<file path="config.mk">
export PLATFORM = sky130hd
export DESIGN_NAME = color_output
export DESIGN_NICKNAME = d
export VERILOG_FILES = /design/src/logic/colmix_pkg.sv /design/src/logic/color_output.sv
export SDC_FILE = /design/constraint.sdc
export NUM_CORES = 1
export LEC_CHECK = 0
export ABC_AREA = 1
export BUFFER_PORTS_ARGS = -buffer_cell sky130_fd_sc_hd__buf_4
export CAP_MARGIN = 20
export CORE_ASPECT_RATIO = 0.7
export CORE_MARGIN = 1
export CORE_UTILIZATION = 65
export DETAILED_ROUTE_END_ITERATION = 10
export PLACE_DENSITY_LB_ADDON = 0.05
export SLEW_MARGIN = 40
export SYNTH_ARGS = -nofsm -noshare
export SYNTH_HDL_FRONTEND = slang
export SYNTH_SLANG_ARGS = --single-unit
</file>
<file path="constraint.sdc">
create_clock -name clk -period 4.3 [get_ports clk]
set_input_delay 0.43 -clock clk [delete_from_list [all_inputs] [get_ports clk]]
set_output_delay 0.43 -clock clk [all_outputs]
set_load 0.005 [all_outputs]
</file>
<file path="src/logic/colmix_pkg.sv">
/*
    shared types of the colour mixer
    pixel code low nibble is the colour index, 15 means transparent
    palette address is {layer, code}, 12 bits wide
    palette words hold br, r, g, b from the top, 4 bits each
*/
package colmix_pkg;

    // source layer of a queue entry
    typedef logic [2:0] layer_id_t;

    localparam layer_id_t lyr_obj  = 3'd0;
    localparam layer_id_t lyr_scr1 = 3'd1;
    localparam layer_id_t lyr_scr2 = 3'd2;
    localparam layer_id_t lyr_scr3 = 3'd3;
    localparam layer_id_t lyr_star = 3'd4;

    // one entry of the priority queue
    typedef struct packed {
        logic [1:0] group;
        layer_id_t  layer;
        logic [8:0] code;
    } layer_pxl_t;

    // shifted into the queue tail, palette address bff
    localparam layer_pxl_t blank_pxl = '{group: 2'd3, layer: 3'd5, code: 9'h1ff};

    typedef struct packed {
        logic [3:0] br;
        logic [3:0] r;
        logic [3:0] g;
        logic [3:0] b;
    } pal_entry_t;

    // layer control, enable masks and per-group priority masks
    typedef struct packed {
        logic [15:0] layer_ctrl;
        logic [7:0]  mask0;
        logic [7:0]  mask1;
        logic [7:0]  mask2;
        logic [7:0]  mask3;
        logic [7:0]  mask4;
        logic [15:0] prio0;
        logic [15:0] prio1;
        logic [15:0] prio2;
        logic [15:0] prio3;
        logic [3:0]  gfx_en;
    } mix_cfg_t;

    typedef struct packed {
        logic [7:0] red;
        logic [7:0] green;
        logic [7:0] blue;
    } rgb_t;

endpackage

</file>
<file path="src/logic/color_output.sv">
/*
    brightness scaling and blanking of the rgb outputs
    pal_rd must settle at least 2 clk before the next pxl_cen
    blanking sampled at strobe k applies to rgb at strobe k+2
    outputs stay blanked for two strobes after reset
*/
`timescale 1ns/100ps

module color_output (
    input  logic                    clk,
    input  logic                    rst,
    input  logic                    pxl_cen,
    input  logic                    vb,
    input  logic                    hb,
    input  colmix_pkg::pal_entry_t  pal_rd,
    output colmix_pkg::rgb_t        rgb,
    output logic                    lvbl,
    output logic                    lhbl
);

    logic [3:0] inv_br;
    logic [7:0] m_r;
    logic [7:0] m_g;
    logic [7:0] m_b;
    logic [3:0] c_r;
    logic [3:0] c_g;
    logic [3:0] c_b;
    logic [1:0] vb_sh;
    logic [1:0] hb_sh;

    // c*17 - m/2 - m/4, full c*17 at br = 15
    function automatic logic [7:0] scale(input logic [3:0] c, input logic [7:0] m);
        return {c, c} - (m >> 1) - (m >> 2);
    endfunction

    assign inv_br = 4'hf - pal_rd.br;

    // multiplier stage runs every clk
    always_ff @(posedge clk) begin
        m_r <= {4'd0, pal_rd.r} * {4'd0, inv_br};
        m_g <= {4'd0, pal_rd.g} * {4'd0, inv_br};
        m_b <= {4'd0, pal_rd.b} * {4'd0, inv_br};
        c_r <= pal_rd.r;
        c_g <= pal_rd.g;
        c_b <= pal_rd.b;
    end

    always_ff @(posedge clk or posedge rst) begin
        if (rst) begin
            // start out blanked
            vb_sh <= 2'b11;
            hb_sh <= 2'b11;
            lvbl  <= 1'b0;
            lhbl  <= 1'b0;
            rgb   <= '0;
        end else if (pxl_cen) begin
            // two-strobe blanking delay
            vb_sh <= {vb_sh[0], vb};
            hb_sh <= {hb_sh[0], hb};
            lvbl  <= ~vb_sh[1];
            lhbl  <= ~hb_sh[1];
            if (vb_sh[1] || hb_sh[1]) begin
                rgb <= '0;
            end else begin
                rgb.red   <= scale(c_r, m_r);
                rgb.green <= scale(c_g, m_g);
                rgb.blue  <= scale(c_b, m_b);
            end
        end
    end

    blank_black_a: assert property (
        @(posedge clk) disable iff (rst)
        (!lvbl || !lhbl) |-> (rgb == '0)
    ) else $error("rgb not black during blanking");

endmodule

</file>
==> results of run 1 <==
-- routing by layer --
metal / track usage / up-vias / wire length [um]
met5: 0 / - / 0
met4: 0.0773 / 0 / 123
met3: 0.0473 / 12 / 573
met2: 0.439 / 138 / 3860
met1: 0.367 / 1666 / 4490
li1: - / 1877 / -
-- path summary, 6_finish.rpt --
kind / startpoint / to / depth (start not counted)
min in group clk: pal_rd[3] / c_b[3]$_DFF_P_ / 1
setup reg to reg: c_r[1]$_DFF_P_ / rgb[23]$_DFFE_PP0P_ / 8
hold reg to reg: vb_sh[0]$_DFFE_PP1P_ / vb_sh[0]$_DFFE_PP1P_ / 2
max in group asynchronous: rst / lvbl$_DFFE_PP0P_ / 2
hold / removal: rst / rgb[12]$_DFFE_PP0P_ / 2
setup / recovery: pal_rd[15] / m_r[6]$_DFF_P_ / 10
-- through the flow --
step | util | hold WS [ns] | total power, W | setup slack, ns
final | 0.773 | 0.159 | 0.00285 | 1.77
after global routing | 0.773 | 0.201 | 0.00314 | 1.56
after CTS | 0.773 | 0.167 | 0.00285 | 1.76
after detailed placement | 0.743 | 0.460 | 0.00232 | 1.41
after global placement | 0.743 | 0.452 | 0.00225 | 1.46
after floorplan | - | 0.444 | 0.00190 | 1.49
-- power groups by stage --
stage | logic, W | clock network, W | registers, W
final | 0.00153 | 0.000515 | 0.000805
after global routing | 0.00177 | 0.000547 | 0.000824
after CTS | 0.00152 | 0.000522 | 0.000806
after detailed placement | 0.00150 | 0 | 0.000818
after global placement | 0.00144 | 0 | 0.000810
after floorplan | 0.00109 | 0 | 0.000812
-- cells in the mapped netlist, drive strengths merged --
cell and n:
nor2 38, a21oi 20, clkbuf 7, nand3 27, buf 2, nand2 140
a21o 3, nand4 8, ha 66, dfrtp 26, dfstp 4, fa 30
o21ai 22, xor2 12, and2 3, xnor2 9, inv 130, dfxtp 33
a31oi 3
-- state kept, by name, indices dropped and copies added (netlist names), 2 cells and up --
| signal | count |
|---|---|
| c_b | 4 |
| c_g | 4 |
| c_r | 4 |
| hb_sh | 2 |
| m_b | 7 |
| m_g | 7 |
| m_r | 7 |
| rgb | 24 |
| vb_sh | 2 |
-- cells by family after synthesis --
group | Yosys count | share of synthesized area
AND/OR/NAND/NOR | 216 | 0.188
flip-flops | 63 | 0.302
AO/OA/AOI/OAI | 48 | 0.0543
XOR/XNOR | 21 | 0.0392
adder cells (fa/ha/maj) | 96 | 0.304
buffers and inverters | 139 | 0.113
-- area by class of cell --
type	count	area, um2
repair buffers	46	345
flip-flops and latches	63	1420
well taps	94	118
clock inverters	3	42.5
fillers	519	1570
inverters	130	488
multi-input cells	381	2750
clock buffers	13	159
==> flow_summary.rst, run 1 <==
.. list-table::
   :header-rows: 1

   * - Metric
     - Value
   * - Maximum root-to-sink buffer count
     - 2
   * - Antenna-violating nets left
     - 0
   * - Post-DP HPWL
     - around 7400 um
   * - Die Footprint
     - about 7600 um2
   * - Vertical die dimension
     - around 73 um
   * - Critical Path AT
     - 2.80 ns
   * - Cell row count
     - 25
   * - Outcome
     - completed
   * - Sink Count
     - between 60 and 70
   * - Global-route wire length before repair
     - ~16000 um
   * - Crit path buffers/inverters
     - 4
   * - Actual slew at the worst max-slew pin
     - 0.800 ns
   * - Min Clock Period, post-route
     - between 2 and 3 ns
   * - Cell leakage power
     - a little over 3 nW
   * - Ports placed on the boundary
     - 47
   * - # DRC
     - 0
   * - Most frequent standard cell in the layout excluding fill and tap cells
     - sky130_fd_sc_hd__nand2_1
   * - Clock power frac
     - 0.180
   * - Synthesis Warnings
     - 0
   * - TritonCTS clock tree
     - yes
   * - Ordered cell list for the critical path
     - buf_4, inv_1, nand2_1, fa_1, inv_1, fa_1, inv_1, fa_1, o21ai_0, xor2_1
   * - Initial core utilization
     - 0.683
   * - Share of power burned in combinational logic
     - 0.537
   * - Required time at the endpoint of the critical path
     - 4.57 ns
   * - Internal
     - 0.00167 W
   * - Horizontal die dimension
     - about 100 um
   * - Starting DRT DRC Count
     - between 200 and 250
   * - Post-synth design cell area
     - about 4700 um2
   * - Post-layout instance count excluding filler cells
     - 730
   * - Clk Tree Root Cell
     - sky130_fd_sc_hd__clkbuf_8
   * - Synthesized flop and latch total
     - 63
   * - Worst-case headroom to the max-slew limit
     - 0.466
   * - Post-synthesis average cell area
     - 8.06 um2
   * - Final setup violation count
     - 0
   * - Instance count after placement with tap cells included
     - 714
   * - Placeable core area
     - around 7000 um2
   * - Overall overflow remaining after global route
     - 0
   * - Unrepaired setup endpoints after global routing
     - false
   * - Number of gates given a new drive strength after cts
     - 0
   * - Count of vias placed by the detailed router
     - 3693
   * - ANT cells
     - 0
   * - Total number of H-tree levels
     - 3
   * - Tcrit/Tclk final
     - 0.590
   * - CP delay by family, top
     - adder cells
   * - Overall fraction of global-route tracks in use
     - 0.267
   * - Antenna violations before repair
     - 0
   * - Start-to-end type of the worst setup path
     - in2reg
   * - Power density cells
     - about 540 nW/um2
   * - Final instance area
     - around 5300 um2
   * - Setup TNS Final
     - 0 ns
   * - Most frequent cells in the layout
     - 139 x sky130_fd_sc_hd__nand2_1, 128 x sky130_fd_sc_hd__inv_1, 66 x sky130_fd_sc_hd__ha_1, 46 x sky130_fd_sc_hd__buf_4, 37 x sky130_fd_sc_hd__nor2_1
   * - Worst-skew pair later-pin latency
     - 0.34 ns
   * - Final number of hold-violating endpoints
     - 0
   * - Cells after synthesis
     - about 580
   * - Routed length per instance
     - around 12 um
   * - Share of the synthesized area in the top cell type
     - 0.176
   * - Minimum setup slack among reg-to-reg paths
     - ~2.2 ns
   * - Power share of the sequential group
     - 0.282
   * - Drt via density
     - between 5 and 6
   * - Setup Buffers After CTS
     - 0
   * - Max VDD drop
     - ~230 uV
   * - Hold buffers post-CTS
     - 0
   * - Port-buffer cells
     - 46
   * - Number of CTS-inserted buffers
     - 9
   * - Cell types with the largest area share after synthesis
     - sky130_fd_sc_hd__ha_1 18%, sky130_fd_sc_hd__dfxtp_1 14%, sky130_fd_sc_hd__dfrtp_1 14%, sky130_fd_sc_hd__fa_1 13%, sky130_fd_sc_hd__nand2_1 11%
   * - Total Wirelength
     - approximately 9000 um
   * - Max-slew violations
     - 0
   * - Slowest stage cell on the critical path
     - sky130_fd_sc_hd__fa_1
   * - Max Cap Viol
     - 0
   * - Largest net degree at the start of global routing
     - 31
   * - Largest stage delay on the critical path
     - between 0.5 and 0.6 ns
   * - Hold Crit Class
     - in2async
   * - Sort of element at the end of the critical path
     - flop
   * - CTS clk-pin slew, worst paths
     - roughly 0.070 ns
   * - Synth unique cells
     - 25
   * - Largest fanout of any net on the critical path
     - 9
   * - Max Fclk
     - roughly 400 MHz
   * - Fraction of final layout cells with drive strength greater than 1
     - 0.108
   * - Net switching component of the power
     - 0.00118 W
   * - Worst-case clock skew
     - around 0.016 ns
   * - Area growth from synthesis to layout
     - 13.2%
   * - Post-DP Area
     - about 5000 um2
   * - Crit path launch type
     - primary input
   * - Net Sw Frac
     - 0.415
   * - Weighted congestion reported at the end of routability-driven placement
     - 0.835
   * - Number of nets in the synthesized netlist
     - 700
   * - Share of synthesized area occupied by flip-flops and latches
     - 0.302
   * - Via count of the first global-routing pass
     - between 3k and 4k
   * - Synth area leader
     - sky130_fd_sc_hd__ha_1
   * - NumNets Final
     - approximately 750
   * - Initial DRT Pass Iterations
     - 5
No activity file was read; power rests on OpenSTA's default activity.
==> run 2: changes to the inputs <==
--- a/config.mk
+++ b/config.mk
@@ -5,12 +5,12 @@
 export SDC_FILE = /design/constraint.sdc
 export NUM_CORES = 1
 export LEC_CHECK = 0
-export ABC_AREA = 1
+export ABC_AREA = 0
 export BUFFER_PORTS_ARGS = -buffer_cell sky130_fd_sc_hd__buf_4
 export CAP_MARGIN = 20
 export CORE_ASPECT_RATIO = 0.7
 export CORE_MARGIN = 1
-export CORE_UTILIZATION = 65
+export CORE_UTILIZATION = 54
 export DETAILED_ROUTE_END_ITERATION = 10
 export PLACE_DENSITY_LB_ADDON = 0.05
 export SLEW_MARGIN = 40
==> constraint.sdc (replaced) <==
create_clock -name clk -period 2.3 [get_ports clk]
set_input_delay 0.23 -clock clk [delete_from_list [all_inputs] [get_ports clk]]
set_output_delay 0.23 -clock clk [all_outputs]
set_load 0.005 [all_outputs]
==> run 2 against run 1 <==
Effect of this change: via count shrank 15%; cell count shrank 15%; critical path depth grew 1; die area grew 17%; the run now ends with design-rule violations left; register-to-register slack lost 2.1 ns; clock skew shrank 0.0082 ns; synthesized cell count shrank 26%; wire length shrank 5.7%; worst hold slack lost 0.10 ns.
==> flow_summary.rst, run 2 <==
.. list-table::
   :header-rows: 1

   * - Metric
     - Value
   * - Horizontal die dimension
     - 112 um (was 104 um)
   * - Total power
     - 0.00585 W (was 0.00285 W)
   * - Vertical die dimension
     - 79.0 um (was 73.1 um)
   * - Origin of the critical flop-to-flop path
     - m_r[3]$_DFF_P_ (was c_r[1]$_DFF_P_)
   * - CP delay by family, top
     - adder cells (unchanged)
   * - Cells after synthesis
     - 434 (was 583)
   * - Max Cap Viol
     - 0 (unchanged)
   * - Area growth from synthesis to layout
     - 24.0% (was 13.2%)
   * - Post-DP Area
     - 5270 um2 (was 5110 um2)
   * - Share of the synthesized area in the top cell type
     - 0.181 (was 0.176)
   * - Synth unique cells
     - 39 (was 25)
   * - Hold Crit Class
     - in2reg (was in2async)
   * - Synthesis Warnings
     - 0 (unchanged)
   * - Ports placed on the boundary
     - 47 (unchanged)
   * - Cell row count
     - 27 (was 25)
   * - Instance count after placement with tap cells included
     - 602 (was 714)
   * - Die Footprint
     - 8840 um2 (was 7580 um2)
   * - Number of synthesized flops with an enable pin
     - 0 (unchanged)
   * - Actual slew at the worst max-slew pin
     - 0.371 ns (was 0.800 ns)
   * - Number of nets in the synthesized netlist
     - 551 (was 700)
   * - Crit path launch type
     - primary input (unchanged)
   * - Max VDD drop
     - 636 uV (was 233 uV)
   * - Min Clock Period, post-route
     - approximately 2.2 ns
   * - Worst reg2reg path depth
     - 8 (unchanged)
   * - Failing checks
     - design-rule violations
   * - Initial DRT Pass Iterations
     - 7 (was 5)
   * - Post-synthesis average cell area
     - 10.5 um2 (was 8.06 um2)
   * - Outcome
     - complete, but fails checks (was completed)
   * - Overall fraction of global-route tracks in use
     - 0.214 (was 0.267)
   * - Cell types with the largest area share after synthesis
     - sky130_fd_sc_hd__ha_1 18%, sky130_fd_sc_hd__dfxtp_1 14%, sky130_fd_sc_hd__dfrtp_1 14%, sky130_fd_sc_hd__fa_1 13%, sky130_fd_sc_hd__inv_1 5.6% (was sky130_fd_sc_hd__ha_1 18%, sky130_fd_sc_hd__dfxtp_1 14%, sky130_fd_sc_hd__dfrtp_1 14%, sky130_fd_sc_hd__fa_1 13%, sky130_fd_sc_hd__nand2_1 11%)
   * - Launching element of the worst setup path
     - pal_rd[15] (unchanged)
   * - Unrepaired setup endpoints after global routing
     - true (was false)
   * - Clk Tree Root Cell
     - sky130_fd_sc_hd__clkbuf_16 (was sky130_fd_sc_hd__clkbuf_8)
   * - Start-to-end type of the worst setup path
     - in2reg (unchanged)
   * - Via count of the first global-routing pass
     - 3158 (was 3558)
   * - Starting DRT DRC Count
     - 122 (was 203)
   * - Global-route wire length before repair
     - 14900 um (was 15800 um)
   * - # DRC
     - 7 (was 0)
   * - Post-layout instance count excluding filler cells
     - 619 (was 730)
   * - Initial core utilization
     - 0.568 (was 0.683)
   * - Max-slew violations
     - 0 (unchanged)
   * - Most instantiated flip-flop cell in the synthesis netlist
     - sky130_fd_sc_hd__dfxtp_1 (unchanged)
   * - Post-DP HPWL
     - 6810 um (was 7380 um)
   * - Most instantiated library cell after synthesis
     - sky130_fd_sc_hd__inv_1 (was sky130_fd_sc_hd__nand2_1)
   * - Post-synth top cells
     - 68 x sky130_fd_sc_hd__inv_1, 66 x sky130_fd_sc_hd__ha_1, 36 x sky130_fd_sc_hd__nor2b_1, 33 x sky130_fd_sc_hd__dfxtp_1, 30 x sky130_fd_sc_hd__fa_1 (was 139 x sky130_fd_sc_hd__nand2_1, 129 x sky130_fd_sc_hd__inv_1, 66 x sky130_fd_sc_hd__ha_1, 37 x sky130_fd_sc_hd__nor2_1, 33 x sky130_fd_sc_hd__dfxtp_1)
   * - Synth area leader
     - sky130_fd_sc_hd__ha_1 (unchanged)
   * - Most frequent cells in the layout
     - 74 x sky130_fd_sc_hd__buf_4, 67 x sky130_fd_sc_hd__inv_1, 65 x sky130_fd_sc_hd__ha_1, 36 x sky130_fd_sc_hd__nor2b_1, 33 x sky130_fd_sc_hd__dfxtp_1 (was 139 x sky130_fd_sc_hd__nand2_1, 128 x sky130_fd_sc_hd__inv_1, 66 x sky130_fd_sc_hd__ha_1, 46 x sky130_fd_sc_hd__buf_4, 37 x sky130_fd_sc_hd__nor2_1)
   * - Largest stage delay on the critical path
     - 0.54 ns (was 0.55 ns)
   * - Ordered cell list for the critical path
     - buf_8, nand2b_4, fa_1, inv_2, fa_1, ha_1, a21o_1, a21oi_2, o21bai_1, a21oi_1, xnor2_1 (was buf_4, inv_1, nand2_1, fa_1, inv_1, fa_1, inv_1, fa_1, o21ai_0, xor2_1)
   * - Worst-skew pair later-pin latency
     - 0.32 ns (was 0.34 ns)
   * - NumNets Final
     - 630 (was 748)
   * - Worst-case clock skew
     - 0.00736 ns (was 0.0155 ns)
   * - Number of flip-flops in the largest register
     - 24 (unchanged)
   * - Sort of element at the end of the critical path
     - flop (unchanged)
   * - Final number of hold-violating endpoints
     - 0 (unchanged)
   * - ANT cells
     - 0 (unchanged)
   * - Fraction of final layout cells with drive strength greater than 1
     - 0.255 (was 0.108)
   * - Power density cells
     - 1030 nW/um2 (was 537 nW/um2)
   * - Minimum setup slack among reg-to-reg paths
     - 0.13 ns (was 2.24 ns)
   * - Antenna-violating nets left
     - 0 (unchanged)
   * - Post-synth design cell area
     - 4570 um2 (was 4700 um2)
   * - Largest reg by FF count
     - rgb (unchanged)
   * - Sink Count
     - 63 (unchanged)
   * - Setup slack at placement
     - -0.311 ns (was 1.41 ns)
   * - Cell leakage power
     - 2.90 nW (was 3.11 nW)
   * - Stages on worst setup path
     - 11 (was 10)
   * - CP Capture Point
     - m_g[7]$_DFF_P_ (was m_r[6]$_DFF_P_)
   * - Most frequent standard cell in the layout excluding fill and tap cells
     - sky130_fd_sc_hd__buf_4 (was sky130_fd_sc_hd__nand2_1)
   * - Required time at the endpoint of the critical path
     - 2.50 ns (was 4.57 ns)
   * - Weighted congestion reported at the end of routability-driven placement
     - 0.770 (was 0.835)
   * - CTS clk-pin slew, worst paths
     - 0.05 ns (was 0.07 ns)
   * - Min setup slack post-route
     - 0.0647 ns (was 1.77 ns)
   * - Share of synthesized area occupied by flip-flops and latches
     - 0.310 (was 0.302)
   * - Critical Path Most Common Cell
     - sky130_fd_sc_hd__fa_1
   * - Final setup violation count
     - 0 (unchanged)
   * - Antenna violations before repair
     - 0 (unchanged)
   * - Number of CTS-inserted buffers
     - 9 (unchanged)
   * - Total number of H-tree levels
     - 3 (unchanged)
   * - Worst-case headroom to the max-slew limit
     - 0.753 (was 0.466)
   * - Placeable core area
     - 8040 um2 (was 6880 um2)
   * - Routed length per instance
     - 13.8 um (was 12.4 um)
   * - Port-buffer cells
     - 46 (unchanged)
   * - Total Wirelength
     - 8530 um (was 9040 um)
   * - TritonCTS clock tree
     - yes (unchanged)
   * - Synthesized flop and latch total
     - 63 (unchanged)
   * - Critical Path AT
     - 2.44 ns (was 2.80 ns)
   * - Largest fanout of any net on the critical path
     - 6 (was 9)
   * - Max Fclk
     - between 400 and 500 MHz
   * - Largest net degree at the start of global routing
     - 31 (unchanged)
   * - Proportion of synthesized flip-flops having asynchronous set or reset
     - 0.476 (unchanged)
   * - Tcrit/Tclk final
     - 0.972
   * - Worst reg2reg path endpoint
     - rgb[22]$_DFFE_PP0P_ (was rgb[23]$_DFFE_PP0P_)
   * - Crit path buffers/inverters
     - 2 (was 4)
   * - Maximum root-to-sink buffer count
     - 2 (unchanged)
   * - Final instance area
     - 5670 um2 (was 5320 um2)
   * - Count of vias placed by the detailed router
     - 3121 (was 3693)
   * - Drt via density
     - 5.04 (was 5.06)
   * - Slowest stage cell on the critical path
     - sky130_fd_sc_hd__fa_1 (unchanged)
   * - Overall overflow remaining after global route
     - 0 (unchanged)
run 2: cell types whose count changed after synthesis, moves of 15 or more:
cell,before,now
sky130_fd_sc_hd__nand3_1,27,1
sky130_fd_sc_hd__inv_1,129,68
sky130_fd_sc_hd__nor2b_1,0,36
sky130_fd_sc_hd__o2bb2ai_1,0,15
sky130_fd_sc_hd__nand2_1,139,8
sky130_fd_sc_hd__nor2_1,37,8
run 2: worst register-to-register path, delay by kind of cell, from the launching register on:
family	cells	cell delay (ns)
buffers and inverters	1	0.06
flip-flops	1	0.32
AO/OA/AOI/OAI	2	0.43
adder cells (fa/ha/maj)	2	0.83
AND/OR/NAND/NOR	2	0.20
multiplexers	1	0.21
run 2: area by class of cell:
| type | count | area [um2] |
|---|---|---|
| clock buffers | 12 | 278 |
| fillers | 589 | 2370 |
| flip-flops and latches | 63 | 1420 |
| clock inverters | 4 | 48.8 |
| inverters | 69 | 262 |
| repair buffers | 77 | 592 |
| well taps | 101 | 126 |
| multi-input cells | 293 | 2940 |
run 2: cells by family (layout without fill, tap and decap cells):
kind of cell             count (synthesis)  in the layout  synth area share
buffers and inverters                   78            162            0.0712
AO/OA/AOI/OAI                           85             85             0.133
XOR/XNOR                                28             28            0.0537
AND/OR/NAND/NOR                         77             77             0.103
adder cells (fa/ha/maj)                 96             96             0.312
multiplexers                             7              7            0.0164
flip-flops                              63             63             0.310
run 2: repair_timing:
action                     4_1_cts  5_1_grt
hold buffers                     1        0
setup endpoints to repair        0        9
setup buffers                    0        0
resized for setup                0       16
hold endpoints to repair        26        0
run 2: worst min-delay path by stage:
stage,startpoint,endpoint,depth (start not counted)
floorplan,pal_rd[0],c_b[0]$_DFF_P_,0
global placement,rst,rgb[18]$_DFFE_PP0P_,3
detailed placement,rst,rgb[18]$_DFFE_PP0P_,3
CTS,pal_rd[11],c_r[3]$_DFF_P_,1
global route,pal_rd[11],c_r[3]$_DFF_P_,1
finish,pal_rd[11],c_r[3]$_DFF_P_,1
run 2: per-stage QoR:
stage / util / hold slack, ns / TNS (ns)
2_1_floorplan: - / 0.258 / -0.972
3_3_place_gp: 0.656 / 0.325 / -2.01
3_5_place_dp: 0.656 / 0.331 / -2.40
4_1_cts: 0.698 / 0.0443 / 0
5_1_grt: 0.705 / 0.0457 / -0.104
6_report: 0.705 / 0.0556 / 0
run 2: power by group:
group	internal [W]	leakage (nW)	total, W	switching, W
registers	0.00136	0.665	0.00151	0.000146
clock network	0.000961	0.160	0.00143	0.000467
logic	0.00143	2.07	0.00292	0.00148
total	0.00376	2.90	0.00585	0.00209
run 2: metal layers:
| metal | up-vias | global-route usage | routed length, um |
|---|---|---|---|
| met2 | 56 | 0.306 | 3380 |
| met1 | 1451 | 0.327 | 4780 |
| li1 | 1605 | - | - |
| met4 | 0 | 0.0720 | 94 |
| met3 | 9 | 0.0351 | 270 |
| met5 | - | 0 | 0 |
