File: src/logic/colmix_pkg.sv
/*
    shared types of the colour mixer
    pixel code low nibble is the colour index, 15 means transparent
    palette address is {layer, code}, 12 bits wide
    palette words hold br, r, g, b from the top, 4 bits each
*/
package colmix_pkg;

    // source layer of a queue entry
    typedef logic [2:0] layer_id_t;

    localparam layer_id_t lyr_obj  = 3'd0;
    localparam layer_id_t lyr_scr1 = 3'd1;
    localparam layer_id_t lyr_scr2 = 3'd2;
    localparam layer_id_t lyr_scr3 = 3'd3;
    localparam layer_id_t lyr_star = 3'd4;

    // one entry of the priority queue
    typedef struct packed {
        logic [1:0] group;
        layer_id_t  layer;
        logic [8:0] code;
    } layer_pxl_t;

    // shifted into the queue tail, palette address bff
    localparam layer_pxl_t blank_pxl = '{group: 2'd3, layer: 3'd5, code: 9'h1ff};

    typedef struct packed {
        logic [3:0] br;
        logic [3:0] r;
        logic [3:0] g;
        logic [3:0] b;
    } pal_entry_t;

    // layer control, enable masks and per-group priority masks
    typedef struct packed {
        logic [15:0] layer_ctrl;
        logic [7:0]  mask0;
        logic [7:0]  mask1;
        logic [7:0]  mask2;
        logic [7:0]  mask3;
        logic [7:0]  mask4;
        logic [15:0] prio0;
        logic [15:0] prio1;
        logic [15:0] prio2;
        logic [15:0] prio3;
        logic [3:0]  gfx_en;
    } mix_cfg_t;

    typedef struct packed {
        logic [7:0] red;
        logic [7:0] green;
        logic [7:0] blue;
    } rgb_t;

endpackage

File: src/logic/layer_prio_mixer.sv
/*
    layer masking and priority resolution
    pxl_cen strobes must be at least 7 clk apart, the queue needs
    5 shift cycles between strobes
    pal_addr is the winner of the pixel latched one strobe earlier
    cfg must stay stable within a line
*/
`timescale 1ns/100ps

module layer_prio_mixer (
    input  logic                  clk,
    input  logic                  rst,
    input  logic                  pxl_cen,
    input  colmix_pkg::mix_cfg_t  cfg,
    input  logic [8:0]            obj_pxl,
    input  logic [8:0]            star0_pxl,
    input  logic [8:0]            star1_pxl,
    input  logic [10:0]           scr1_pxl,
    input  logic [10:0]           scr2_pxl,
    input  logic [10:0]           scr3_pxl,
    output logic [11:0]           pal_addr
);

    logic [4:0]  lyr_en;
    logic [8:0]  obj_m;
    logic [8:0]  star0_m;
    logic [8:0]  star1_m;
    logic [10:0] scr1_m;
    logic [10:0] scr2_m;
    logic [10:0] scr3_m;

    colmix_pkg::layer_pxl_t       star0_ent;
    colmix_pkg::layer_pxl_t       star1_ent;
    colmix_pkg::layer_pxl_t [3:0] slot_ent;
    colmix_pkg::layer_pxl_t [4:0] queue;
    colmix_pkg::layer_pxl_t       cur;
    colmix_pkg::layer_pxl_t       cand;

    logic has_prio;
    logic prio_flag;
    logic take;

    // picks object or one scroll layer for a queue slot
    function automatic colmix_pkg::layer_pxl_t slot_mux(
        input logic [1:0]  sel,
        input logic [8:0]  obj,
        input logic [10:0] s1,
        input logic [10:0] s2,
        input logic [10:0] s3
    );
        colmix_pkg::layer_pxl_t ent;
        case (sel)
            2'd0: ent = '{group: 2'd0, layer: colmix_pkg::lyr_obj, code: obj};
            2'd1: ent = '{group: s1[10:9], layer: colmix_pkg::lyr_scr1, code: s1[8:0]};
            2'd2: ent = '{group: s2[10:9], layer: colmix_pkg::lyr_scr2, code: s2[8:0]};
            default: ent = '{group: s3[10:9], layer: colmix_pkg::lyr_scr3, code: s3[8:0]};
        endcase
        return ent;
    endfunction

    // layer enables, only bits 5:0 of the masks count
    assign lyr_en[0] = |(cfg.mask0[5:0] & cfg.layer_ctrl[5:0]);
    assign lyr_en[1] = |(cfg.mask1[5:0] & cfg.layer_ctrl[5:0]);
    assign lyr_en[2] = |(cfg.mask2[5:0] & cfg.layer_ctrl[5:0]);
    assign lyr_en[3] = |(cfg.mask3[5:0] & cfg.layer_ctrl[5:0]);
    assign lyr_en[4] = |(cfg.mask4[5:0] & cfg.layer_ctrl[5:0]);

    // disabled layers turn transparent
    // objects only follow gfx_en[3]
    assign obj_m   = {obj_pxl[8:4], obj_pxl[3:0] | {4{~cfg.gfx_en[3]}}};
    assign scr1_m  = {scr1_pxl[10:4], scr1_pxl[3:0] | {4{~(lyr_en[0] & cfg.gfx_en[0])}}};
    assign scr2_m  = {scr2_pxl[10:4], scr2_pxl[3:0] | {4{~(lyr_en[1] & cfg.gfx_en[1])}}};
    assign scr3_m  = {scr3_pxl[10:4], scr3_pxl[3:0] | {4{~(lyr_en[2] & cfg.gfx_en[2])}}};
    assign star0_m = {star0_pxl[8:4], star0_pxl[3:0] | {4{~lyr_en[3]}}};
    assign star1_m = {star1_pxl[8:4], star1_pxl[3:0] | {4{~lyr_en[4]}}};

    assign star0_ent = '{group: 2'd0, layer: colmix_pkg::lyr_star, code: star0_m};
    assign star1_ent = '{group: 2'd0, layer: colmix_pkg::lyr_star, code: star1_m};

    // slot order follows layer_ctrl fields from 7:6 up to 13:12
    assign slot_ent[0] = slot_mux(cfg.layer_ctrl[7:6], obj_m, scr1_m, scr2_m, scr3_m);
    assign slot_ent[1] = slot_mux(cfg.layer_ctrl[9:8], obj_m, scr1_m, scr2_m, scr3_m);
    assign slot_ent[2] = slot_mux(cfg.layer_ctrl[11:10], obj_m, scr1_m, scr2_m, scr3_m);
    assign slot_ent[3] = slot_mux(cfg.layer_ctrl[13:12], obj_m, scr1_m, scr2_m, scr3_m);

    assign cand = queue[0];

    // priority bit of the current entry's group at its colour
    always_comb begin
        case (cur.group)
            2'd0: has_prio = cfg.prio0[cur.code[3:0]];
            2'd1: has_prio = cfg.prio1[cur.code[3:0]];
            2'd2: has_prio = cfg.prio2[cur.code[3:0]];
            default: has_prio = cfg.prio3[cur.code[3:0]];
        endcase
    end

    // a transparent current entry always gives way
    // an object behind a prioritised pixel is held off
    assign take = (cur.code[3:0] == 4'hf) ||
                  ((cand.code[3:0] != 4'hf) &&
                   !((cand.layer == colmix_pkg::lyr_obj) && prio_flag && has_prio));

    // star1 starts as the current entry, the rest queue up behind it
    always_ff @(posedge clk) begin
        if (pxl_cen) begin
            pal_addr <= {cur.layer, cur.code};
            cur      <= star1_ent;
            queue    <= {slot_ent[3], slot_ent[2], slot_ent[1], slot_ent[0], star0_ent};
        end else begin
            if (take) begin
                cur <= cand;
            end
            queue <= {colmix_pkg::blank_pxl, queue[4:1]};
        end
    end

    // set only after a non-star entry was accepted
    always_ff @(posedge clk or posedge rst) begin
        if (rst) begin
            prio_flag <= 1'b0;
        end else if (pxl_cen) begin
            prio_flag <= 1'b0;
        end else if (take) begin
            prio_flag <= (cand.layer != colmix_pkg::lyr_star);
        end else begin
            prio_flag <= 1'b0;
        end
    end

    // queue drain plus palette read and multiply need 7 cycles per pixel
    strobe_spacing_a: assert property (
        @(posedge clk) disable iff (rst)
        pxl_cen |=> !pxl_cen [*6]
    ) else $error("pxl_cen strobes closer than 7 clk cycles");

endmodule

File: config.mk
export PLATFORM = sky130hd
export DESIGN_NAME = layer_prio_mixer
export DESIGN_NICKNAME = d
export VERILOG_FILES = /design/src/logic/colmix_pkg.sv /design/src/logic/layer_prio_mixer.sv
export SDC_FILE = /design/constraint.sdc
export NUM_CORES = 1
export LEC_CHECK = 0
export BUFFER_PORTS_ARGS = -buffer_cell sky130_fd_sc_hd__buf_4
export CAP_MARGIN = 40
export CORE_ASPECT_RATIO = 0.75
export CORE_UTILIZATION = 48
export CTS_BUF_LIST = sky130_fd_sc_hd__clkbuf_2
export DETAILED_ROUTE_END_ITERATION = 10
export PLACE_DENSITY = 0.89
export SLEW_MARGIN = 30
export SYNTH_ARGS = -nofsm -noshare
export SYNTH_HDL_FRONTEND = slang
export SYNTH_SLANG_ARGS = --single-unit
File: constraint.sdc
create_clock -name clk -period 3.8 [get_ports clk]
set_clock_uncertainty 0.15 [all_clocks]
set_input_delay 0.38 -clock clk [delete_from_list [all_inputs] [get_ports clk]]
set_output_delay 0.38 -clock clk [all_outputs]
set_load 0.05 [all_outputs]
==> run_results.csv, run 1 <==
group,metric,value,unit
clock_tree,cts_root_buf,"clkbuf_2",
clock_tree,clkSinkCount,97,
setup_path,path_max_fanout,18,
detailed_routing,drt_pass1_iterations,4,
die,coreArea,9850,µm²
sta,worst_pin_slew,0.824,ns
synth,synthMuxAreaShare,33.4,%
global_routing,grt_pass1_wl,19800,µm
die,die_h,90.1,µm
global_routing,grt_pass1_vias,4289,
sta,finalCritPeriodShare,76.0,%
detailed_routing,wirelength,12300,µm
setup_path,cp-start-kind,"register",
synth,ys_types,41,
setup_path,cp-startpoint,"cur[1]",
placed_design,port_buffers,186,
setup_path,crit_path_max_incr_delay,0.85,ns
synth,synth-edff-count,21,
synth,synth_warnings,0,
detailed_routing,detail_route.wl_per_cell,16.6,µm
global_routing,grt_max_degree,73,
die,die_w,120,µm
synth,synth_top_family_by_area,"multiplexers",
clock_tree,cts_tree,"built",
final_layout,drive_gt1_share,43.4,%
placed_design,dp_hpwl,9080,µm
worst_hold_path,hp-class,"input port to register",
final_layout,diodes,0,
synth,netlist_area,4970,µm²
setup_path,endpoint,"cur[2]",
die,initial_core_util,50.5,%
sta,max_freq,346,MHz
final_layout,seq_area,2160,µm²
global_routing,antenna_found_initial,0,
setup_path,worstSetupEndpointType,"register",
sta,rsz0062_at_grt,"no",
final_layout,area_growth,35.9,%
sta,finalMaxSlewViolations,0,
synth,synth-simple-area-share,10.3,%
sta,slew_headroom,45.1,%
power,p_total,2.29,mW
setup_path,path_class,"register to register",
setup_path,worst_ep_required_time,3.88,ns
detailed_routing,final_antenna_net_count,0,
sta,finalHoldViolCount,0,
sta,min_period,2.89,ns
synth,synth_area_leader_cell,"dfxtp_1",
power,leakage,2.89,nW
power,p_int,1.63,mW
synth,synth_xor_area_share,0,%
synth,async_flop_share,1.03,%
synth,synth_top_area_share,30.2,%
synth,syn-num-nets,600,
job,max-cap-violations,0,
power,seqPwrFrac,53.4,%
die,die_area,10800,µm²
setup_path,r2r_end,"cur[2]",
synth,syn-instance-count,413,
setup_path,crit_chain,"mux2_1 > o311ai_0 > a211oi_1 > a311oi_4 > a21oi_4 > nand2_1",
die,rows,31,
final_layout,fill_cells,744,
clock_tree,numCtsBuffers,9,
global_routing,grt-ovfl-total,0,
detailed_routing,drt_iter0_drc,216,
synth,syn_area_per_cell,12.0,µm²
clock_tree,cts_resized,0,
power,clock_power_share,18.8,%
power,p_switching,665,µW
detailed_routing,route.detailed.drc,0,
clock_tree,cts.clk_slew.worst_paths,0.24,ns
setup_path,crit_arrival,2.97,ns
sta,setup_violations,0,
clock_tree,clk-insertion-delay-late,0.52,ns
clock_tree,htreeDepth,3,
synth,synth.area.top_cells,"dfxtp_1 30%, mux4_2 18%, edfxtp_1 13%, mux2_1 6.1%, mux2i_1 5.2%",
power,comb_power_share,27.8,%
die,num_io_pins,199,
clock_tree,clockBufferDepth,2,
sta,hold-worst-slack,0.0616,ns
synth,synth_fa_ha_area_share,0,%
synth,yosysSeqAreaShare,43.4,%
setup_path,r2r_setup_slack,0.91,ns
final_layout,nets,795,
setup_path,r2r_start,"cur[1]",
synth,synth_compound_area_share,10.1,%
run_status,status,"completed",
power,vdd_drop_max,165,µV
setup_path,r2r_cells,6,
power,sw_frac_of_total,29.0,%
sta,tns,0,ns
synth,synth_flop_cell,"dfxtp_1",
synth,ys_ff_latch,97,
power,powerDensity,339,nW/µm²
final_layout,final_util,68.6,%
detailed_routing,via_per_inst,5.55,
final_layout,multi_input_area,2670,µm²
detailed_routing,vias,4133,
setup_path,cp_slowest_cell,"edfxtp_1",
global_routing,grt_usage,23.3,%
placed_design,gp_congestion,0.873,
==> power groups by stage <==
stage,combinational (mW),clock (mW),sequential [mW]
floorplan,0.355,0,1.26
global placement,0.597,0,1.24
detailed placement,0.616,0,1.25
CTS,0.638,0.446,1.22
global route,0.684,0.490,1.24
finish,0.638,0.431,1.22
==> cell usage after synthesis (2+ instances only) <==
library cell	n
dfxtp_1	75
mux4_2	40
nor2_1	40
mux2_1	27
mux2i_1	26
nand2_1	26
clkbuf_1	22
edfxtp_1	21
a22oi_1	20
a21oi_1	19
nor2b_1	18
mux2_2	16
nand2b_1	8
nand3_1	8
o22a_1	8
a221oi_1	5
and2_1	3
a211oi_1	2
a21o_1	2
and3_1	2
buf_4	2
buf_6	2
inv_1	2
o311ai_0	2
==> cell type report <==
class                           count  area share, %
Clock buffer                       11          0.815
Inverter                            3          0.167
Clock inverter                      5          0.593
Sequential cell                    97           31.9
Timing Repair Buffer              212           24.5
Multi-Input combinational cell    285           39.6
Tap cell                          132           2.45
==> cell families after synthesis <==
kind of cell           after synthesis
buffers and inverters               31
and+or+nand+nor                    109
DFF                                 97
muxes                              110
AOI/OAI and AO/OA                   66
==> worst max-delay path, delay by kind of cell, from the launching register on <==
kind / cells / cell delay, ns
and+or+nand+nor: 1 / 0.33
DFF: 1 / 0.85
muxes: 1 / 0.37
AOI/OAI and AO/OA: 4 / 0.89
==> registers in the layout, indices dropped and copies added (netlist names) <==
signal and flops:
queue 56, cand 14, cur 14, prio_flag 1
pal_addr 12
==> how the worst min path moves through the flow <==
stage	from	cells past startpoint	end
after floorplan	rst	1	prio_flag
after global placement	rst	2	prio_flag
after detailed placement	rst	2	prio_flag
after CTS	rst	3	prio_flag
after global routing	cfg[121]	2	queue[66]
final	cfg[120]	2	queue[65]
==> layer usage <==
metal	wire length, µm	global-route usage [%]
met1	4870	26.6
met2	6300	41.8
met3	919	6.35
met4	241	7.60
met5	0	0
==> cells in the final DEF, fill, tap and decap left out, types with 11 or more instances in the layout <==
cell and instances:
a21oi_1 19, dlygate4sd3_1 24, clkbuf_2 11, nor2b_1 18, a22oi_1 20, dfxtp_1 75
mux2i_1 26, edfxtp_1 21, nor2_1 40, buf_4 188, mux2_2 16, mux2_1 27
nand2_1 26, mux4_2 40
==> metrics by stage <==
| stage | cells | instance area, µm² | setup WS, ns |
|---|---|---|---|
| after floorplan | 413 | 4970 | 1.37 |
| after global placement | 705 | 6420 | 0.928 |
| after detailed placement | 705 | 6420 | 0.884 |
| after CTS | 744 | 6740 | 0.872 |
| after global routing | 745 | 6750 | 0.682 |
| final | 745 | 6750 | 0.913 |
==> timing repair <==
action | CTS | global route
setup endpoints to repair | 0 | 0
buffers inserted | 0 | 0
hold buffers | 23 | 1
hold endpoints to repair | 24 | 1
Note: power is estimated with default switching activity, not from simulation.
==> inputs of run 2 (changes only) <==
==> constraint.sdc (replaced) <==
create_clock -name clk -period 2.71 [get_ports clk]
set_clock_uncertainty 0.15 [all_clocks]
set_input_delay 0.271 -clock clk [delete_from_list [all_inputs] [get_ports clk]]
set_output_delay 0.271 -clock clk [all_outputs]
set_load 0.05 [all_outputs]
==> run_results.csv, run 2 (synthesis gave the netlist of run 1 again) <==
group,metric,value,unit
worst_hold_path,worstHoldPathCells,3,
final_layout,regMostFlops,"queue",
detailed_routing,route.detailed.drc,0,
setup_path,path_class,"input port to register",
global_routing,grt_pass1_vias,4794,
power,p_switching,1.05,mW
setup_path,worstSetupEndpointType,"register",
clock_tree,htreeDepth,3,
sta,finalCritPeriodShare,102,%
final_layout,fill_cells,668,
global_routing,grt_pass1_wl,23100,µm
setup_path,r2r_start,"cur[0]",
final_layout,instances_no_fill,796,
clock_tree,cts_tree,"built",
clock_tree,cts.clk_slew.worst_paths,0.28,ns
power,leakage,3.12,nW
setup_path,worst_ep_required_time,3.06,ns
final_layout,seq_area,2160,µm²
global_routing,grt-ovfl-total,0,
final_layout,largest_register_ff_count,56,
sta,finalMaxSlewViolations,0,
die,die_w,120,µm
detailed_routing,final_antenna_net_count,0,
final_layout,multi_input_area,2680,µm²
detailed_routing,detail_route.wl_per_cell,19.1,µm
sta,tns,-0.0411,ns
worst_hold_path,hp-class,"input port to register",
clock_tree,postCtsSetupBuffers,0,
placed_design,dp.cells,708,
detailed_routing,drt_iter0_drc,309,
power,powerDensity,469,nW/µm²
detailed_routing,via_per_inst,5.65,
power,vdd_drop_max,252,µV
placed_design,dp_hpwl,9290,µm
clock_tree,clockBufferDepth,2,
die,num_io_pins,199,
sta,finalHoldViolCount,0,
power,sw_frac_of_total,30.6,%
die,die_h,90.1,µm
run_status,violations,"negative setup slack",
power,clock_power_share,20.0,%
placed_design,gp_congestion,0.888,
global_routing,grt_max_degree,85,
sta,min_period,2.75,ns
clock_tree,clk-insertion-delay-late,0.58,ns
final_layout,area_growth,46.9,%
clock_tree,numCtsBuffers,9,
worst_hold_path,hold_start,"scr1_pxl[4]",
sta,slew_headroom,69.5,%
setup_path,r2r_end,"cur[3]",
die,initial_core_util,50.5,%
global_routing,antenna_found_initial,0,
detailed_routing,vias,4498,
run_status,status,"finished, violations left",
power,seqPwrFrac,50.0,%
power,p_int,2.38,mW
sta,worst_pin_slew,0.452,ns
die,coreArea,9850,µm²
sta,setup_violations,1,
setup_path,r2r_cells,7,
worst_hold_path,hold_end,"queue[18]",
placed_design,dp_slack,0.139,ns
power,comb_power_share,30.0,%
sta,rsz0062_at_grt,"no",
final_layout,layout_commonest_cell,"buf_4",
sta,max_freq,363,MHz
setup_path,path_max_fanout,13,
final_layout,diodes,0,
clock_tree,clkSinkCount,97,
final_layout,nets,846,
placed_design,port_buffers,186,
final_layout,drive_gt1_share,40.7,%
final_layout,layout_common_cells,"189 x buf_4, 75 x dfxtp_1, 72 x dlygate4sd3_1, 40 x nor2_1, 40 x mux4_2",
job,max-cap-violations,0,
detailed_routing,drt_pass1_iterations,5,
die,rows,31,
clock_tree,cts_root_buf,"clkbuf_2",
setup_path,crit_arrival,3.10,ns
sta,fin_ws,-0.0411,ns
die,die_area,10800,µm²
global_routing,grt_usage,27.4,%
detailed_routing,wirelength,15200,µm
setup_path,cp-start-kind,"input port",
setup_path,r2r_setup_slack,0.27,ns
[run 2: changes by cell type in the layout (fill, tap and decap cells not counted)]
cell and change:
nand2_1 -1, clkbuf_2 -2, clkinv_2 -1, buf_4 +1, inv_6 -1, dlygate4sd3_1 +48
inv_8 +3, nand2_2 +1, clkinv_4 +1, buf_12 +2
[run 2: layout make-up]
cell class	count	area share (%)
clock buffers	9	0.617
clock inverters	7	0.942
inverters	3	0.154
multi-input cells	285	36.6
flip-flops and latches	97	29.5
well taps	132	2.26
repair buffers	263	29.8
[run 2: worst max-delay path, cell delays in order]
cell and delay (ns):
dlygate4sd3_1 0.54, buf_4 0.26, mux2_1 0.39, dlygate4sd3_1 0.59, a221oi_1 0.40, dlygate4sd3_1 0.61
nor2_1 0.04
[run 2: repair_timing]
item                       4_1_cts  5_1_grt
resized for setup                0        1
hold buffers                    67        5
hold endpoints to repair        63        3
setup endpoints to repair        0        9
[run 2: worst max-delay path by stage]
stage	from	endpoint	slack (ns)	depth (start not counted)
global route	cur[1]	cur[11]	0.05	8
detailed placement	cur[0]	cur[5]	0.14	7
floorplan	cur[0]	cur[0]	0.28	6
CTS	cur[0]	cur[0]	0.11	7
finish	cfg[116]	queue[40]	-0.04	7
global placement	cur[0]	cur[4]	0.18	7
[run 2: power by group through the flow]
stage / clock [mW] / sequential (mW) / combinational, mW
floorplan: 0 / 1.77 / 0.498
global placement: 0 / 1.73 / 0.860
detailed placement: 0 / 1.74 / 0.890
CTS: 0.685 / 1.71 / 0.986
global route: 0.745 / 1.73 / 1.09
finish: 0.683 / 1.71 / 1.03
[run 2: routing by layer]
| layer | up-vias | global-route usage, % | share of wire [%] |
|---|---|---|---|
| met1 | 2146 | 29.0 | 35 |
| met4 | 0 | 12.6 | 2.7 |
| li1 | 2059 | - | - |
| met2 | 252 | 50.8 | 53 |
| met3 | 41 | 6.47 | 8.5 |
| met5 | - | 0 | 0 |
[run 2: stage by stage]
stage	util (%)	power, mW	hold slack [ns]	instance area, µm²
floorplan	-	2.27	-0.150	4970
global placement	65.6	2.59	-0.0290	6470
detailed placement	65.6	2.63	-0.0287	6470
CTS	73.6	3.38	0.00198	7250
global route	74.1	3.57	0.0108	7300
finish	74.1	3.42	0.0465	7300
==> inputs of run 3 (changes only) <==
--- a/config.mk
+++ b/config.mk
@@ -7,11 +7,13 @@
 export LEC_CHECK = 0
 export BUFFER_PORTS_ARGS = -buffer_cell sky130_fd_sc_hd__buf_4
 export CAP_MARGIN = 40
+export CELL_PAD_IN_SITES_DETAIL_PLACEMENT = 0
+export CELL_PAD_IN_SITES_GLOBAL_PLACEMENT = 1
 export CORE_ASPECT_RATIO = 0.75
-export CORE_UTILIZATION = 48
+export CORE_UTILIZATION = 38
 export CTS_BUF_LIST = sky130_fd_sc_hd__clkbuf_2
 export DETAILED_ROUTE_END_ITERATION = 10
-export PLACE_DENSITY = 0.89
+export PLACE_DENSITY = 0.92
 export SLEW_MARGIN = 30
 export SYNTH_ARGS = -nofsm -noshare
 export SYNTH_HDL_FRONTEND = slang
==> run_results.csv, run 3 (synthesis gave the netlist of run 1 again) <==
group,metric,value,unit
run_status,status,"completed",
die,die_w,134,µm
clock_tree,cts_root_buf,"clkbuf_2",
setup_path,cp-startpoint,"cur[0]",
detailed_routing,drt_iter0_drc,170,
sta,setup_violations,0,
setup_path,path_max_fanout,24,
global_routing,grtUsageMet1,23.0,%
worst_hold_path,hp-class,"input port to register",
final_layout,drive_gt1_share,42.3,%
final_layout,nets,825,
final_layout,seq_area,2160,µm²
clock_tree,cts.clk_slew.worst_paths,0.23,ns
final_layout,area_growth,43.8,%
die,num_io_pins,199,
clock_tree,cts_resized,0,
global_routing,grt_pass1_vias,4250,
global_routing,antenna_found_initial,0,
sta,finalCritPeriodShare,92.1,%
clock_tree,clockBufferDepth,2,
global_routing,busiest_layer,"met2",
power,vdd_drop_max,270,µV
sta,hold-worst-slack,0.0231,ns
die,rows,35,
final_layout,diodes,0,
setup_path,r2r_cells,8,
sta,finalMaxSlewViolations,0,
global_routing,use_met2,34.8,%
detailed_routing,wirelength,12800,µm
setup_path,worstSetupEndpointType,"register",
global_routing,grt_pass1_wl,20500,µm
final_layout,layout_common_cells,"193 x buf_4, 75 x dfxtp_1, 47 x dlygate4sd3_1, 40 x nor2_1, 40 x mux4_2",
global_routing,grt_max_degree,57,
worst_hold_path,hold_start,"cfg[116]",
setup_path,path_class,"register to register",
setup_path,r2r_start,"cur[0]",
sta,max_freq,401,MHz
detailed_routing,drt_pass1_iterations,4,
sta,min_period,2.50,ns
die,coreArea,12500,µm²
setup_path,crit_arrival,2.61,ns
clock_tree,clk-insertion-delay-late,0.55,ns
die,initial_core_util,39.7,%
detailed_routing,final_antenna_net_count,0,
setup_path,endpoint,"cur[0]",
power,leakage,3.04,nW
job,max-cap-violations,0,
global_routing,grt_usage,19.1,%
clock_tree,cts_tree,"built",
final_layout,layout_commonest_cell,"buf_4",
placed_design,port_buffers,186,
global_routing,grt-ovfl-total,0,
placed_design,gp_congestion,0.834,
final_layout,fill_cells,1073,
final_layout,multi_input_area,2670,µm²
sta,tns,0,ns
detailed_routing,via_per_inst,5.14,
detailed_routing,route.detailed.drc,0,
setup_path,r2r_setup_slack,0.21,ns
final_layout,largest_register_ff_count,56,
setup_path,r2r_end,"cur[0]",
clock_tree,clkSinkCount,97,
sta,slew_headroom,67.1,%
placed_design,dp_hpwl,9290,µm
global_routing,grt_use_met3,4.07,%
setup_path,worst_ep_required_time,2.82,ns
detailed_routing,detail_route.wl_per_cell,15.8,µm
sta,rsz0062_at_grt,"no",
die,die_area,13500,µm²
die,die_h,101,µm
clock_tree,numCtsBuffers,9,
sta,finalHoldViolCount,0,
setup_path,cp-start-kind,"register",
sta,worst_pin_slew,0.493,ns
detailed_routing,vias,4155,
clock_tree,htreeDepth,3,
power,powerDensity,482,nW/µm²
final_layout,regMostFlops,"queue",
==> run 3: per-layer routing <==
layer	part of all wire, %	vias to the layer above
li1	-	2018
met1	42	1963
met2	50	161
met3	6.5	13
met4	1.0	0
met5	0	-
==> run 3: per-stage QoR <==
stage / total power, mW / setup WS (ns) / instance area [µm²] / cells / util, %
finish: 3.45 / 0.215 / 7150 / 809 / 57.1
global route: 3.61 / 0.0477 / 7150 / 809 / 57.1
CTS: 3.46 / 0.113 / 7130 / 807 / 57.0
detailed placement: 2.64 / 0.137 / 6520 / 744 / 52.1
global placement: 2.61 / 0.160 / 6520 / 744 / 52.1
floorplan: 2.27 / 0.276 / 4970 / 413 / -
==> run 3: repair_timing <==
item | 4_1_cts | 5_1_grt
buffers inserted | 0 | 2
endpoints found under the setup margin | 0 | 2
endpoints found under the hold margin | 39 | 0
hold buffers | 47 | 0
==> run 3: worst min path at each step <==
stage / slack (ns) / endpoint / cells past startpoint
6_report: 0.02 / queue[37] / 2
5_1_grt: 0.004 / queue[37] / 2
4_1_cts: 0.001 / queue[34] / 3
3_5_place_dp: -0.03 / prio_flag / 2
3_3_place_gp: -0.03 / prio_flag / 2
2_1_floorplan: -0.15 / prio_flag / 1
==> run 3: cell type report <==
| cell class | count | share of cell area (%) |
|---|---|---|
| clock buffer | 9 | 0.630 |
| sequential | 97 | 30.2 |
| tap | 166 | 2.91 |
| clock inverter | 7 | 1.33 |
| inverter | 3 | 0.158 |
| multi-input combinational | 285 | 37.4 |
| timing repair buffer | 242 | 27.4 |
==> run 3: worst max-delay path, stage by stage (launching register included) <==
cell and delay, ns:
edfxtp_1 0.48, buf_12 0.21, mux2_2 0.35, a222oi_1 0.41, a21oi_1 0.12, o21ai_1 0.22
a21oi_4 0.05, nand2_1 0.07, buf_4 0.18
==> run 3: power breakdown <==
group          internal, mW  total (mW)  leakage [nW]  switching [mW]
clock                 0.302       0.771        0.0718           0.469
combinational         0.553       0.968          2.12           0.415
sequential             1.64        1.71         0.846          0.0651
